## src/include/ray_box_macros.svh

```systemverilog
`ifndef RAY_BOX_MACROS_SVH
`define RAY_BOX_MACROS_SVH

////////////////////
// number formats
////////////////////

// integer coordinate, two's complement
`define COORD_W 16

// inverse of the ray direction, signed fixed point
`define INV_W 16

// fraction bits of the inverse, carried over into every distance
`define INV_FRAC 8

// distance holds a 17 bit difference times a 16 bit inverse plus headroom
`define T_W 34

////////////////////
// pipeline
////////////////////

// input edge to out_valid
`define PIPE_LAT 4

`endif

```

## src/logic/ray_box_pkg.sv

```systemverilog
`include "ray_box_macros.svh"

package ray_box_pkg;

	////////////////////
	// scalar types
	////////////////////

	typedef logic signed [`COORD_W-1:0] coord_t; // box corner or origin
	typedef logic signed [`INV_W-1:0] inv_t; // 1/dir, INV_FRAC fraction bits
	typedef logic signed [`T_W-1:0] tdist_t; // distance along the ray

	// direction class of one axis, decides which product is entry
	typedef enum logic [1:0] {
		AXIS_POS = 2'd0, // inverse zero or positive
		AXIS_NEG = 2'd1, // inverse negative
		AXIS_PARALLEL = 2'd2 // parallel flag set, no limit from this axis
	} axis_dir_t;

	////////////////////
	// query and result
	////////////////////

	// one axis of a ray/box pair
	typedef struct packed {
		coord_t origin;
		coord_t box_min;
		coord_t box_max;
		inv_t inv;
		logic parallel; // ray does not move along this axis
	} axis_query_t;

	// full query, one slice per axis
	typedef struct packed {
		axis_query_t qx;
		axis_query_t qy;
		axis_query_t qz;
	} ray_query_t;

	// distance interval of one slab
	typedef struct packed {
		tdist_t t_enter;
		tdist_t t_exit;
		logic outside; // parallel axis with origin out of its slab
	} axis_span_t;

	// bounds of a parallel slab
	localparam tdist_t T_NEG_INF = {1'b1, {(`T_W-1){1'b0}}};
	localparam tdist_t T_POS_INF = {1'b0, {(`T_W-1){1'b1}}};

endpackage

```

## src/logic/interval_intersect.sv

```systemverilog
`timescale 1ns/1ps
`include "ray_box_macros.svh"

module interval_intersect
	import ray_box_pkg::*;
(
	input logic clk,
	input logic rst,
	input logic span_valid,
	input axis_span_t span_x,
	input axis_span_t span_y,
	input axis_span_t span_z,
	output logic out_valid,
	output logic hit
);

	localparam tdist_t T_ZERO = '0;

	function automatic tdist_t t_max(input tdist_t a, input tdist_t b);
		t_max = (a > b) ? a : b;
	endfunction

	function automatic tdist_t t_min(input tdist_t a, input tdist_t b);
		t_min = (a < b) ? a : b;
	endfunction

	////////////////////
	// stage 3 reduce
	////////////////////

	tdist_t near_xy;
	tdist_t far_xy;
	tdist_t near_d;
	tdist_t far_d;
	logic outside_d;

	// latest entry and earliest exit over the three slabs
	assign near_xy = t_max(span_x.t_enter, span_y.t_enter);
	assign near_d = t_max(near_xy, span_z.t_enter);
	assign far_xy = t_min(span_x.t_exit, span_y.t_exit);
	assign far_d = t_min(far_xy, span_z.t_exit);

	// any parallel axis out of its slab kills the hit
	assign outside_d = span_x.outside | span_y.outside | span_z.outside;

	logic s3_valid;
	tdist_t s3_near;
	tdist_t s3_far;
	logic s3_outside;

	always_ff @(posedge clk or posedge rst) begin
		if (rst) begin
			s3_valid <= 1'b0;
		end else begin
			s3_valid <= span_valid;
		end
	end

	always_ff @(posedge clk) begin
		if (span_valid) begin
			s3_near <= near_d;
			s3_far <= far_d;
			s3_outside <= outside_d;
		end
	end

	////////////////////
	// stage 4 decide
	////////////////////

	logic overlap; // far at least near, tie counts
	logic ahead; // exit strictly in front of the origin
	logic hit_d;

	assign overlap = s3_far >= s3_near;
	assign ahead = s3_far > T_ZERO;
	assign hit_d = !s3_outside && overlap && ahead;

	always_ff @(posedge clk or posedge rst) begin
		if (rst) begin
			out_valid <= 1'b0;
		end else begin
			out_valid <= s3_valid;
		end
	end

	always_ff @(posedge clk) begin
		if (s3_valid) begin
			hit <= hit_d; // held between results
		end
	end

endmodule

```

## config.mk

```make
export PLATFORM = sky130hd
export DESIGN_NAME = interval_intersect
export DESIGN_NICKNAME = d
export VERILOG_FILES = /design/src/logic/ray_box_pkg.sv /design/src/logic/interval_intersect.sv
export VERILOG_INCLUDE_DIRS = /design/src /design/src/include
export SDC_FILE = /design/constraint.sdc
export NUM_CORES = 1
export LEC_CHECK = 0
export ABC_AREA = 0
export BUFFER_PORTS_ARGS = -buffer_cell sky130_fd_sc_hd__buf_2
export CAP_MARGIN = 25
export CORE_AREA = 2 2 140 142
export DETAILED_ROUTE_END_ITERATION = 12
export DIE_AREA = 0 0 142 144
export PLACE_DENSITY = 0.77
export REMOVE_ABC_BUFFERS = 1
export SYNTH_ARGS = -nofsm -noshare
export SYNTH_HDL_FRONTEND = slang
export SYNTH_SLANG_ARGS = --single-unit
```

## constraint.sdc

```tcl
create_clock -name clk -period 2.97 [get_ports clk]
set_input_delay 0.1485 -clock clk [delete_from_list [all_inputs] [get_ports clk]]
set_output_delay 0.1485 -clock clk [all_outputs]
set_load 0.005 [all_outputs]
```

==> metrics.cfg <==
[status]
status = finished, violations left
failed_checks = negative setup slack

[setup_path]
critical_path_class = in2reg
timing.reg2reg.setup_slack_ns = 0.27
cp.depth = 24
crit_buf_inv = 7
cpPeakStageDelay_ns = 0.56
worst-endpoint-required_ns = 3.05
critPathLaunchType = primary input
worst_path_dominant_cell_family = simple AND/OR/NAND/NOR gates
critPathMaxFanout = 7
worst_r2r_startpoint = s3_far[3]
worst_setup_path_startpoint = span_x[18]
critical_path.cell_chain = buf_2 -> ha_1 -> nand2_1 -> nor2_1 -> a211oi_2 -> nand2_4 -> nand4bb_4 -> a21oi_4 -> xnor2_4 -> buf_12 -> buf_8 -> mux2_4 -> ha_4 -> nand4_1 -> nor4_1 -> buf_4 -> nand2_4 -> or4_4 -> o21ai_4 -> xnor2_4 -> buf_6 -> buf_12 -> buf_12 -> mux2_4
critPathArrivalTime_ns = 5.19
critical_path_capture_point_type = flop
worstSetupEndpoint = s3_far[24]
critical_path.most_common_cell = buf_12
critical-path-slowest-cell = or4_4
reg2regPathDepth = 10
reg2reg_to = hit

[clock_tree]
h_tree_depth = 3
max-clock-path-buffers = 2
cts.root.buffer_cell = clkbuf_16
clkLatencyLatePin_ns = 0.34
cts_buffers = 9
clk_transition_reported_paths_ns = 0.05
tritoncts = yes
cts_num_sinks = 72

[global_route]
globalRoute.totalOverflow = 0
global_route_wire_length_before_repair_um = 38400
maximum_number_of_pins_on_one_net_before_global_route_repair = 36
grt_pass1_vias = 8119
antenna_found_initial = 0
grt_usage_pct = 24.2

[timing]
timing_max_transition_violations_final = 0
finalCritPeriodShare_pct = 172
hold_ws_ns = 0.0702
worst_slew_pin_slew_ns = 0.808
rsz0062_at_grt = true
max_slew_headroom_at_the_worst_pin_pct = 46.2
max_freq_mhz = 196
final.setup.worst_slack_ns = -2.14
setup_violations = 68
fin_skew_ns = 0.00431
final_min_period_ns = 5.11
final_hold_viol_count = 0

[final_layout]
design.final.nets = 1588
finish.utilization_pct = 64.5
syn2layout_area_growth_pct = 46.6
n_antenna_cell = 0
area_taken_by_multi_input_logic_gates_um2 = 6400
sequential_cell_area_um2 = 2150
fillers = 1424
post_route_cells_drive_above_1_share_pct = 49.1

[drt]
drtAntennaViolNets = 0
drt_iter0_markers = 324
avgRoutedWirePerCell_um = 18.9
vias_per_cell = 5.62
via_count = 8166
drt_pass1_iterations = 7
finalWirelength_um = 27500
drt_drc_violations_left = 0

[logic_synthesis]
async_reset_ff_share_pct = 2.78
synth_top_family_by_area = adder cells
multiplexer_area_fraction_after_synthesis_pct = 19.4
netlist_top_cells_count = inv_1, ha_1, mux2_2, edfxtp_1, a21o_1
synth.avg_cell_area_um2 = 9.89
synth-compound-area-share_pct = 12.6
synth-xor-area-share_pct = 0.298
post_synth_inst_count = 848
post-synth-top-area-fraction_pct = 25.1
synthTopCellsByArea = edfxtp_1, ha_1, mux2_2
yosys.cell_count.top_type = inv_1
post_synth_and_or_nand_nor_area_fraction_pct = 8.25
top_cell_type_by_total_area_after_synthesis = edfxtp_1
cell_area_synth_um2 = 8390
postSynthRegisterBits = 72
synth_enable_flop_cells = 70
synth_area_in_adders_pct = 25.1
ys_dominant_reg_cell = edfxtp_1
ys_warn_count = 0
synth.yosys.seq_area_share_pct = 25.7
synth_cell_types = 48

[power_and_ir_drop]
p_leak_nw = 6.35
share_seq_of_total_power_pct = 25.8
total_switching_power_mw = 1.98
power_switching_share_pct = 33.7
vdd_drop_max_v = 0.000364
p_clk_share_pct = 16.2
power-per-cell-area_nw_per_um2 = 477
pwr-share-comb_pct = 58.0
intPower_mw = 3.89

[place]
finalWeightedCongestion = 0.925
place_hpwl_um = 19600
numPortBuffers = 211
detailedPlace.worstSlack_ns = -2.61

[job]
max-cap-violations = 0

[floorplan]
floorplan.initialDensity_pct = 44.0
die_y_um = 144
fp.coreArea_um2 = 19100
fp-row-count = 51
die-area_um2 = 20400
die_w_um = 142
top_ports = 212

[worst_hold_path]
hold_path.class = in2reg

## worst reg2reg max path: stages (launching register included)
cell and delay [ns]:
edfxtp_1 0.40, ha_1 0.30, a21o_1 0.18, a21o_1 0.17, a221oi_1 0.33, o21a_1 0.18
o21a_1 0.12, o21ai_0 0.12, o221ai_1 0.12, mux2i_1 0.13, a2111oi_0 0.41
## layout make-up
class	instances	share of cell area [%]
Clock buffer	10	1.86
Tap cell	238	2.42
Inverter	174	5.37
Timing Repair Buffer	363	20.6
Sequential cell	72	17.5
Multi-Input combinational cell	590	52.0
Clock inverter	6	0.214
## cell usage in the layout (no fill, tap or decap), drive strengths merged, types with 8 or more instances in the layout
cell,count
nand3,9
inv,174
buf,361
a21oi,39
clkbuf,11
nor2,23
nand2,23
o21ai,27
edfxtp,70
a2111oi,8
ha,168
nand4,30
mux2,132
a211oi,8
nor4,11
a21o,47
## power by group through the flow
stage          clock network (mW)  registers (mW)  logic (mW)
2_1_floorplan                   0            1.47        1.63
3_3_place_gp                    0            1.52        2.44
3_5_place_dp                    0            1.53        2.53
4_1_cts                     0.960            1.51        3.10
5_1_grt                      1.01            1.53        3.65
6_report                    0.952            1.51        3.40
## worst min-delay path by stage
stage | end | slack [ns] | cells past startpoint | from
global route | s3_outside | 0.07 | 2 | span_z[0]
floorplan | out_valid | -0.11 | 1 | rst
CTS | s3_outside | 0.06 | 2 | span_z[0]
detailed placement | s3_valid | -0.003 | 2 | rst
global placement | out_valid | -0.002 | 2 | rst
finish | s3_outside | 0.07 | 2 | span_z[0]
## flip-flops by register name, indices dropped and copies added, names as in the netlist
signal,flops
s3_outside,1
out_valid,1
s3_valid,1
s3_far,34
hit,1
s3_near,34
## timing repair
item                                   in CTS  in global routing
endpoints found under the hold margin       2                  0
buffers inserted                           30                 19
setup endpoints to repair                  68                 68
gates resized for setup                   127                 73
hold buffers                                1                  0
pin swaps                                  44                 45
cloned                                      6                  1
## through the flow
stage                     area [um2]  TNS (ns)  power, mW  cells
after floorplan                 8310   -243.41       3.10    835
after global placement         10500   -154.98       3.96   1385
after detailed placement       10500   -161.00       4.06   1385
after CTS                      11800   -108.09       5.57   1438
after global routing           12300   -134.06       6.18   1453
final                          12300   -127.81       5.87   1453
## routing by layer
layer | track usage [%] | vias up | share of wire, %
met5 | 0 | - | 0
met4 | 8.37 | 0 | 4.6
met3 | 3.97 | 117 | 4.8
met2 | 45.4 | 321 | 51
met1 | 27.7 | 3900 | 39
li1 | - | 3828 | -
## cell families after synthesis
logic type / count (synthesis)
xor+xnor: 2
fa+ha+maj: 168
mux: 135
simple gates: 127
compound gates: 157
buf+inv: 187
flops: 72
(Power assumes the default switching activity.)
