===== src/include/ray_box_macros.svh =====
`ifndef RAY_BOX_MACROS_SVH
`define RAY_BOX_MACROS_SVH

////////////////////
// number formats
////////////////////

// integer coordinate, two's complement
`define COORD_W 16

// inverse of the ray direction, signed fixed point
`define INV_W 16

// fraction bits of the inverse, carried over into every distance
`define INV_FRAC 8

// distance holds a 17 bit difference times a 16 bit inverse plus headroom
`define T_W 34

////////////////////
// pipeline
////////////////////

// input edge to out_valid
`define PIPE_LAT 4

`endif


===== src/logic/ray_box_pkg.sv =====
`include "ray_box_macros.svh"

package ray_box_pkg;

	////////////////////
	// scalar types
	////////////////////

	typedef logic signed [`COORD_W-1:0] coord_t; // box corner or origin
	typedef logic signed [`INV_W-1:0] inv_t; // 1/dir, INV_FRAC fraction bits
	typedef logic signed [`T_W-1:0] tdist_t; // distance along the ray

	// direction class of one axis, decides which product is entry
	typedef enum logic [1:0] {
		AXIS_POS = 2'd0, // inverse zero or positive
		AXIS_NEG = 2'd1, // inverse negative
		AXIS_PARALLEL = 2'd2 // parallel flag set, no limit from this axis
	} axis_dir_t;

	////////////////////
	// query and result
	////////////////////

	// one axis of a ray/box pair
	typedef struct packed {
		coord_t origin;
		coord_t box_min;
		coord_t box_max;
		inv_t inv;
		logic parallel; // ray does not move along this axis
	} axis_query_t;

	// full query, one slice per axis
	typedef struct packed {
		axis_query_t qx;
		axis_query_t qy;
		axis_query_t qz;
	} ray_query_t;

	// distance interval of one slab
	typedef struct packed {
		tdist_t t_enter;
		tdist_t t_exit;
		logic outside; // parallel axis with origin out of its slab
	} axis_span_t;

	// bounds of a parallel slab
	localparam tdist_t T_NEG_INF = {1'b1, {(`T_W-1){1'b0}}};
	localparam tdist_t T_POS_INF = {1'b0, {(`T_W-1){1'b1}}};

endpackage


===== src/logic/axis_slab.sv =====
`timescale 1ns/1ps
`include "ray_box_macros.svh"

module axis_slab
	import ray_box_pkg::*;
(
	input logic clk,
	input logic rst,
	input logic in_valid,
	input axis_query_t axq,
	output axis_span_t span,
	output logic span_valid
);

	localparam int DIFF_W = `COORD_W + 1; // corner minus origin never overflows
	localparam int PROD_W = DIFF_W + `INV_W; // full product, no rounding

	////////////////////
	// stage 1 inputs
	////////////////////

	logic signed [DIFF_W-1:0] diff_min; // box_min - origin
	logic signed [DIFF_W-1:0] diff_max; // box_max - origin
	axis_dir_t dir_class;
	logic below_min;
	logic above_max;
	logic outside_d;

	// sign extension comes from the 17 bit context
	assign diff_min = axq.box_min - axq.origin;
	assign diff_max = axq.box_max - axq.origin;

	always_comb begin
		if (axq.parallel) begin
			dir_class = AXIS_PARALLEL; // flag wins over the inverse
		end else if (axq.inv[`INV_W-1]) begin
			dir_class = AXIS_NEG;
		end else begin
			dir_class = AXIS_POS; // zero inverse lands here too
		end
	end

	assign below_min = axq.origin < axq.box_min;
	assign above_max = axq.origin > axq.box_max;

	// only a parallel axis can rule the ray out on its own
	assign outside_d = axq.parallel && (below_min || above_max);

	////////////////////
	// stage 1 registers
	////////////////////

	logic s1_valid;
	logic signed [DIFF_W-1:0] s1_diff_min;
	logic signed [DIFF_W-1:0] s1_diff_max;
	inv_t s1_inv;
	axis_dir_t s1_dir;
	logic s1_outside;

	always_ff @(posedge clk or posedge rst) begin
		if (rst) begin
			s1_valid <= 1'b0;
		end else begin
			s1_valid <= in_valid;
		end
	end

	always_ff @(posedge clk) begin
		if (in_valid) begin
			s1_diff_min <= diff_min;
			s1_diff_max <= diff_max;
			s1_inv <= axq.inv;
			s1_dir <= dir_class;
			s1_outside <= outside_d;
		end
	end

	////////////////////
	// stage 2 products
	////////////////////

	logic signed [PROD_W-1:0] prod_min; // distance to the min plane
	logic signed [PROD_W-1:0] prod_max; // distance to the max plane
	tdist_t t_at_min;
	tdist_t t_at_max;
	tdist_t enter_d;
	tdist_t exit_d;

	assign prod_min = s1_diff_min * s1_inv; // both signed, full width
	assign prod_max = s1_diff_max * s1_inv;

	assign t_at_min = prod_min; // widen to T_W, sign kept
	assign t_at_max = prod_max;

	// entry is the nearer plane in the direction of travel
	always_comb begin
		enter_d = T_NEG_INF;
		exit_d = T_POS_INF;
		case (s1_dir)
			AXIS_POS: begin
				enter_d = t_at_min;
				exit_d = t_at_max;
			end
			AXIS_NEG: begin
				enter_d = t_at_max; // moving down, max plane first
				exit_d = t_at_min;
			end
			default: begin
				enter_d = T_NEG_INF; // parallel, slab spans the whole ray
				exit_d = T_POS_INF;
			end
		endcase
	end

	////////////////////
	// stage 2 registers
	////////////////////

	always_ff @(posedge clk or posedge rst) begin
		if (rst) begin
			span_valid <= 1'b0;
		end else begin
			span_valid <= s1_valid;
		end
	end

	always_ff @(posedge clk) begin
		if (s1_valid) begin
			span.t_enter <= enter_d;
			span.t_exit <= exit_d;
			span.outside <= s1_outside;
		end
	end

endmodule


===== config.mk =====
export PLATFORM = sky130hd
export DESIGN_NAME = axis_slab
export DESIGN_NICKNAME = d
export VERILOG_FILES = /design/src/logic/ray_box_pkg.sv /design/src/logic/axis_slab.sv
export VERILOG_INCLUDE_DIRS = /design/src /design/src/include
export SDC_FILE = /design/constraint.sdc
export NUM_CORES = 2
export LEC_CHECK = 0
export BUFFER_PORTS_ARGS = -buffer_cell sky130_fd_sc_hd__buf_2
export CAP_MARGIN = 10
export CELL_PAD_IN_SITES_DETAIL_PLACEMENT = 1
export CELL_PAD_IN_SITES_GLOBAL_PLACEMENT = 1
export CORE_MARGIN = 2
export CORE_UTILIZATION = 51
export CTS_CLUSTER_SIZE = 20
export DETAILED_ROUTE_END_ITERATION = 16
export MAX_ROUTING_LAYER = met4
export PLACE_DENSITY_LB_ADDON = 0.1
export SETUP_SLACK_MARGIN = 0.5
export SYNTH_ARGS = -nofsm -noshare
export SYNTH_HDL_FRONTEND = slang
export SYNTH_SLANG_ARGS = --single-unit

===== constraint.sdc =====
create_clock -name clk -period 7.5 [get_ports clk]
set_input_delay 1.125 -clock clk [delete_from_list [all_inputs] [get_ports clk]]
set_output_delay 1.125 -clock clk [all_outputs]
set_load 0.005 [all_outputs]

==> impl_metrics.env <==
export IMPL_grtUsageTotal_pct=31.7
export IMPL_cts_inserted_buffers=17
export IMPL_status="completed"
export IMPL_synthArstFlopShare_pct=1.61
export IMPL_worst_pin_slew_ns=1.12
export IMPL_row_count=84
export IMPL_route_detailed_drc=0
export IMPL_cap_violations=0
export IMPL_coreArea_sq_um=52600
export IMPL_vias_per_cell=5.56
export IMPL_die_area_sq_um=55000
export IMPL_crit_fanout=8
export IMPL_synthFlopType="edfxtp_1"
export IMPL_routed_wl_um=80700
export IMPL_cp_end_kind="register"
export IMPL_wl_per_cell_um=21.9
export IMPL_nets=3814
export IMPL_grt_pass1_vias=23500
export IMPL_gp_congestion=0.883
export IMPL_antenna_found_initial=0
export IMPL_clk_pin_slew_ns=0.06
export IMPL_fin_worst_skew_ns=0.0186
export IMPL_synth_distinct_cells=72
export IMPL_cts_tree="yes"
export IMPL_synth_top_family_by_area="adder cells"
export IMPL_finalHoldViolations=0
export IMPL_htree_levels=4
export IMPL_required_ns=7.74
export IMPL_hold_buffers=0
export IMPL_layout_common_cells="inv_1 (636), fa_1 (551), nand2_1 (326)"
export IMPL_hpwl_um=66500
export IMPL_synth_area_leaders="fa_1 (41%), edfxtp_1 (14%), ha_1 (9.3%), inv_1 (8.8%), and2_1 (6.1%)"
export IMPL_drtAntennaViolNets=0
export IMPL_cts_root_buf="clkbuf_16"
export IMPL_drive_gt1_share_pct=9.59
export IMPL_crit_type="register to register"
export IMPL_die_w_um=235
export IMPL_synth_simple_area_share_pct=15.0
export IMPL_synthXorXnorAreaFrac_pct=2.78
export IMPL_drt_first_pass_iters=5
export IMPL_place_port_buffers=137
export IMPL_tns_ns=0
export IMPL_synth_top_area_share_pct=40.9
export IMPL_cts_buffer_depth=2
export IMPL_syn_nets=3674
export IMPL_post_synth_instance_area_sq_um=27100
export IMPL_area_growth_pct=9.28
export IMPL_ys_warn_count=0
export IMPL_synth_top_cell_by_area="fa_1"
export IMPL_synth_compound_area_share_pct=6.93
export IMPL_clk_latency_ns=0.50
export IMPL_period_share_pct=90.7
export IMPL_grt_overflow=0
export IMPL_syn_mean_instance_area_sq_um=9.51
export IMPL_grt_max_degree=63
export IMPL_period_needed_ns=6.81
export IMPL_synth_edff_count=122
export IMPL_synth_seq_cells=124
export IMPL_start_util_pct=51.6
export IMPL_dr_total_vias=20500
export IMPL_num_io_pins=138
export IMPL_slew_headroom_pct=25.2
export IMPL_fmaxAchievable_mhz=147
export IMPL_fin_util_pct=56.4
export IMPL_rsz0062_at_grt="no"
export IMPL_ys_seq_area_share_pct=13.7
export IMPL_hp_class="register to register"
export IMPL_clock_sinks=124
export IMPL_drt_iter0_drc=998
export IMPL_synth_area_mux_share_pct=1.01
export IMPL_drv_slew=0
export IMPL_synthCells=2850
export IMPL_finalSetupViolations=0
export IMPL_cp_arrival_ns=7.05
export IMPL_crit_path_start_kind="register"
export IMPL_synth_fa_ha_area_share_pct=50.2
export IMPL_grt_first_pass_wirelength_um=127000
export IMPL_die_y_um=235
export IMPL_mostFrequentLayoutCell="inv_1"
==> metrics by stage <==
| stage | instance area [sq um] | instances | hold slack, ns | worst slack (ns) |
|---|---|---|---|---|
| final | 29600 | 3692 | 0.417 | 0.694 |
| after global routing | 29600 | 3691 | 0.436 | 0.471 |
| after CTS | 29300 | 3659 | 0.419 | 0.502 |
| after detailed placement | 28700 | 3623 | 0.406 | 0.430 |
| after global placement | 28700 | 3623 | 0.402 | 0.601 |
| after floorplan | 27100 | 2850 | 0.400 | 1.07 |
==> cell families (layout without fill, tap and decap cells) <==
family / Yosys count / after routing
AO/OA/AOI/OAI: 276 / 276
XOR/XNOR: 86 / 86
adder cells (fa/ha/maj): 756 / 756
buffers and inverters: 748 / 901
flip-flops: 124 / 124
multiplexers: 27 / 27
other: 0 / 1
AND/OR/NAND/NOR: 833 / 833
==> synthesized netlist by cell type, drive strengths merged, types with 4 or more instances <==
| master | n |
|---|---|
| o31a | 7 |
| nand4 | 7 |
| fa | 554 |
| o311ai | 6 |
| o22ai | 7 |
| and2 | 266 |
| xor2 | 16 |
| nor2b | 14 |
| nor2 | 117 |
| edfxtp | 122 |
| o2111ai | 4 |
| ha | 202 |
| mux2i | 25 |
| nand2 | 326 |
| a21oi | 67 |
| nand3 | 32 |
| nor3 | 25 |
| clkbuf | 103 |
| a31oi | 9 |
| o21bai | 15 |
| o21ai | 50 |
| inv | 636 |
| o211ai | 13 |
| and3 | 11 |
| buf | 6 |
| nand2b | 17 |
| a211oi | 11 |
| o21a | 22 |
| a21o | 28 |
| a22oi | 4 |
| or3 | 5 |
| xnor2 | 70 |
==> worst max-delay path, cell delays in order (launching register included) <==
cell	delay, ns
edfxtp_1	0.52
nand2_1	0.18
inv_1	0.10
fa_1	0.65
fa_2	0.82
fa_1	0.50
fa_1	0.57
fa_1	0.43
fa_1	0.52
ha_1	0.39
a21o_1	0.18
a21o_1	0.18
and2_4	0.17
o41a_1	0.33
a21o_1	0.22
a221oi_4	0.42
mux2i_1	0.26
nand2_1	0.09
==> metal layers <==
metal / global-route usage (%) / up-vias / part of all wire [%]
met5: - / - / 0
met4: 17.1 / 0 / 5.5
met3: 3.79 / 180 / 4.1
met2: 55.3 / 524 / 53
met1: 35.6 / 10800 / 37
li1: - / 8989 / -
==> final timing paths <==
path                                 startpoint       end  slack [ns]  depth (start not counted)
worst min-delay path                 s1_outside   span[0]        0.42                          0
worst max-delay path            s1_diff_max[16]  span[67]        0.69                         17
worst min register to register       s1_outside   span[0]        0.42                          0
worst max register to register  s1_diff_max[16]  span[67]        0.69                         17
max in group asynchronous                   rst  s1_valid        6.91                          2
min in group asynchronous                   rst  s1_valid        0.47                          2
==> flip-flops by register name, summed over array words and instances, names as in the netlist <==
| register | flops |
|---|---|
| s1_diff_max | 17 |
| s1_diff_min | 17 |
| s1_dir | 2 |
| s1_outside | 1 |
| span_valid | 1 |
| s1_valid | 1 |
| span | 69 |
| s1_inv | 16 |
==> layout make-up <==
cell class / count / area (sq um)
diodes: 1 / 2.50
clock buffers: 18 / 429
clock inverters: 14 / 123
fillers: 6018 / 22900
inverters: 639 / 2400
multi-input cells: 1978 / 20600
flip-flops and latches: 124 / 3720
well taps: 688 / 861
repair buffers: 230 / 1480
==> repair_timing <==
item / 4_1_cts / 5_1_grt
resized for setup: 1 / 9
pin swaps: 0 / 2
setup buffers: 4 / 32
endpoints found under the setup margin: 12 / 21
Power is not shown: default switching activity piles up to over one toggle a cycle in this logic, so the estimate is an artifact.
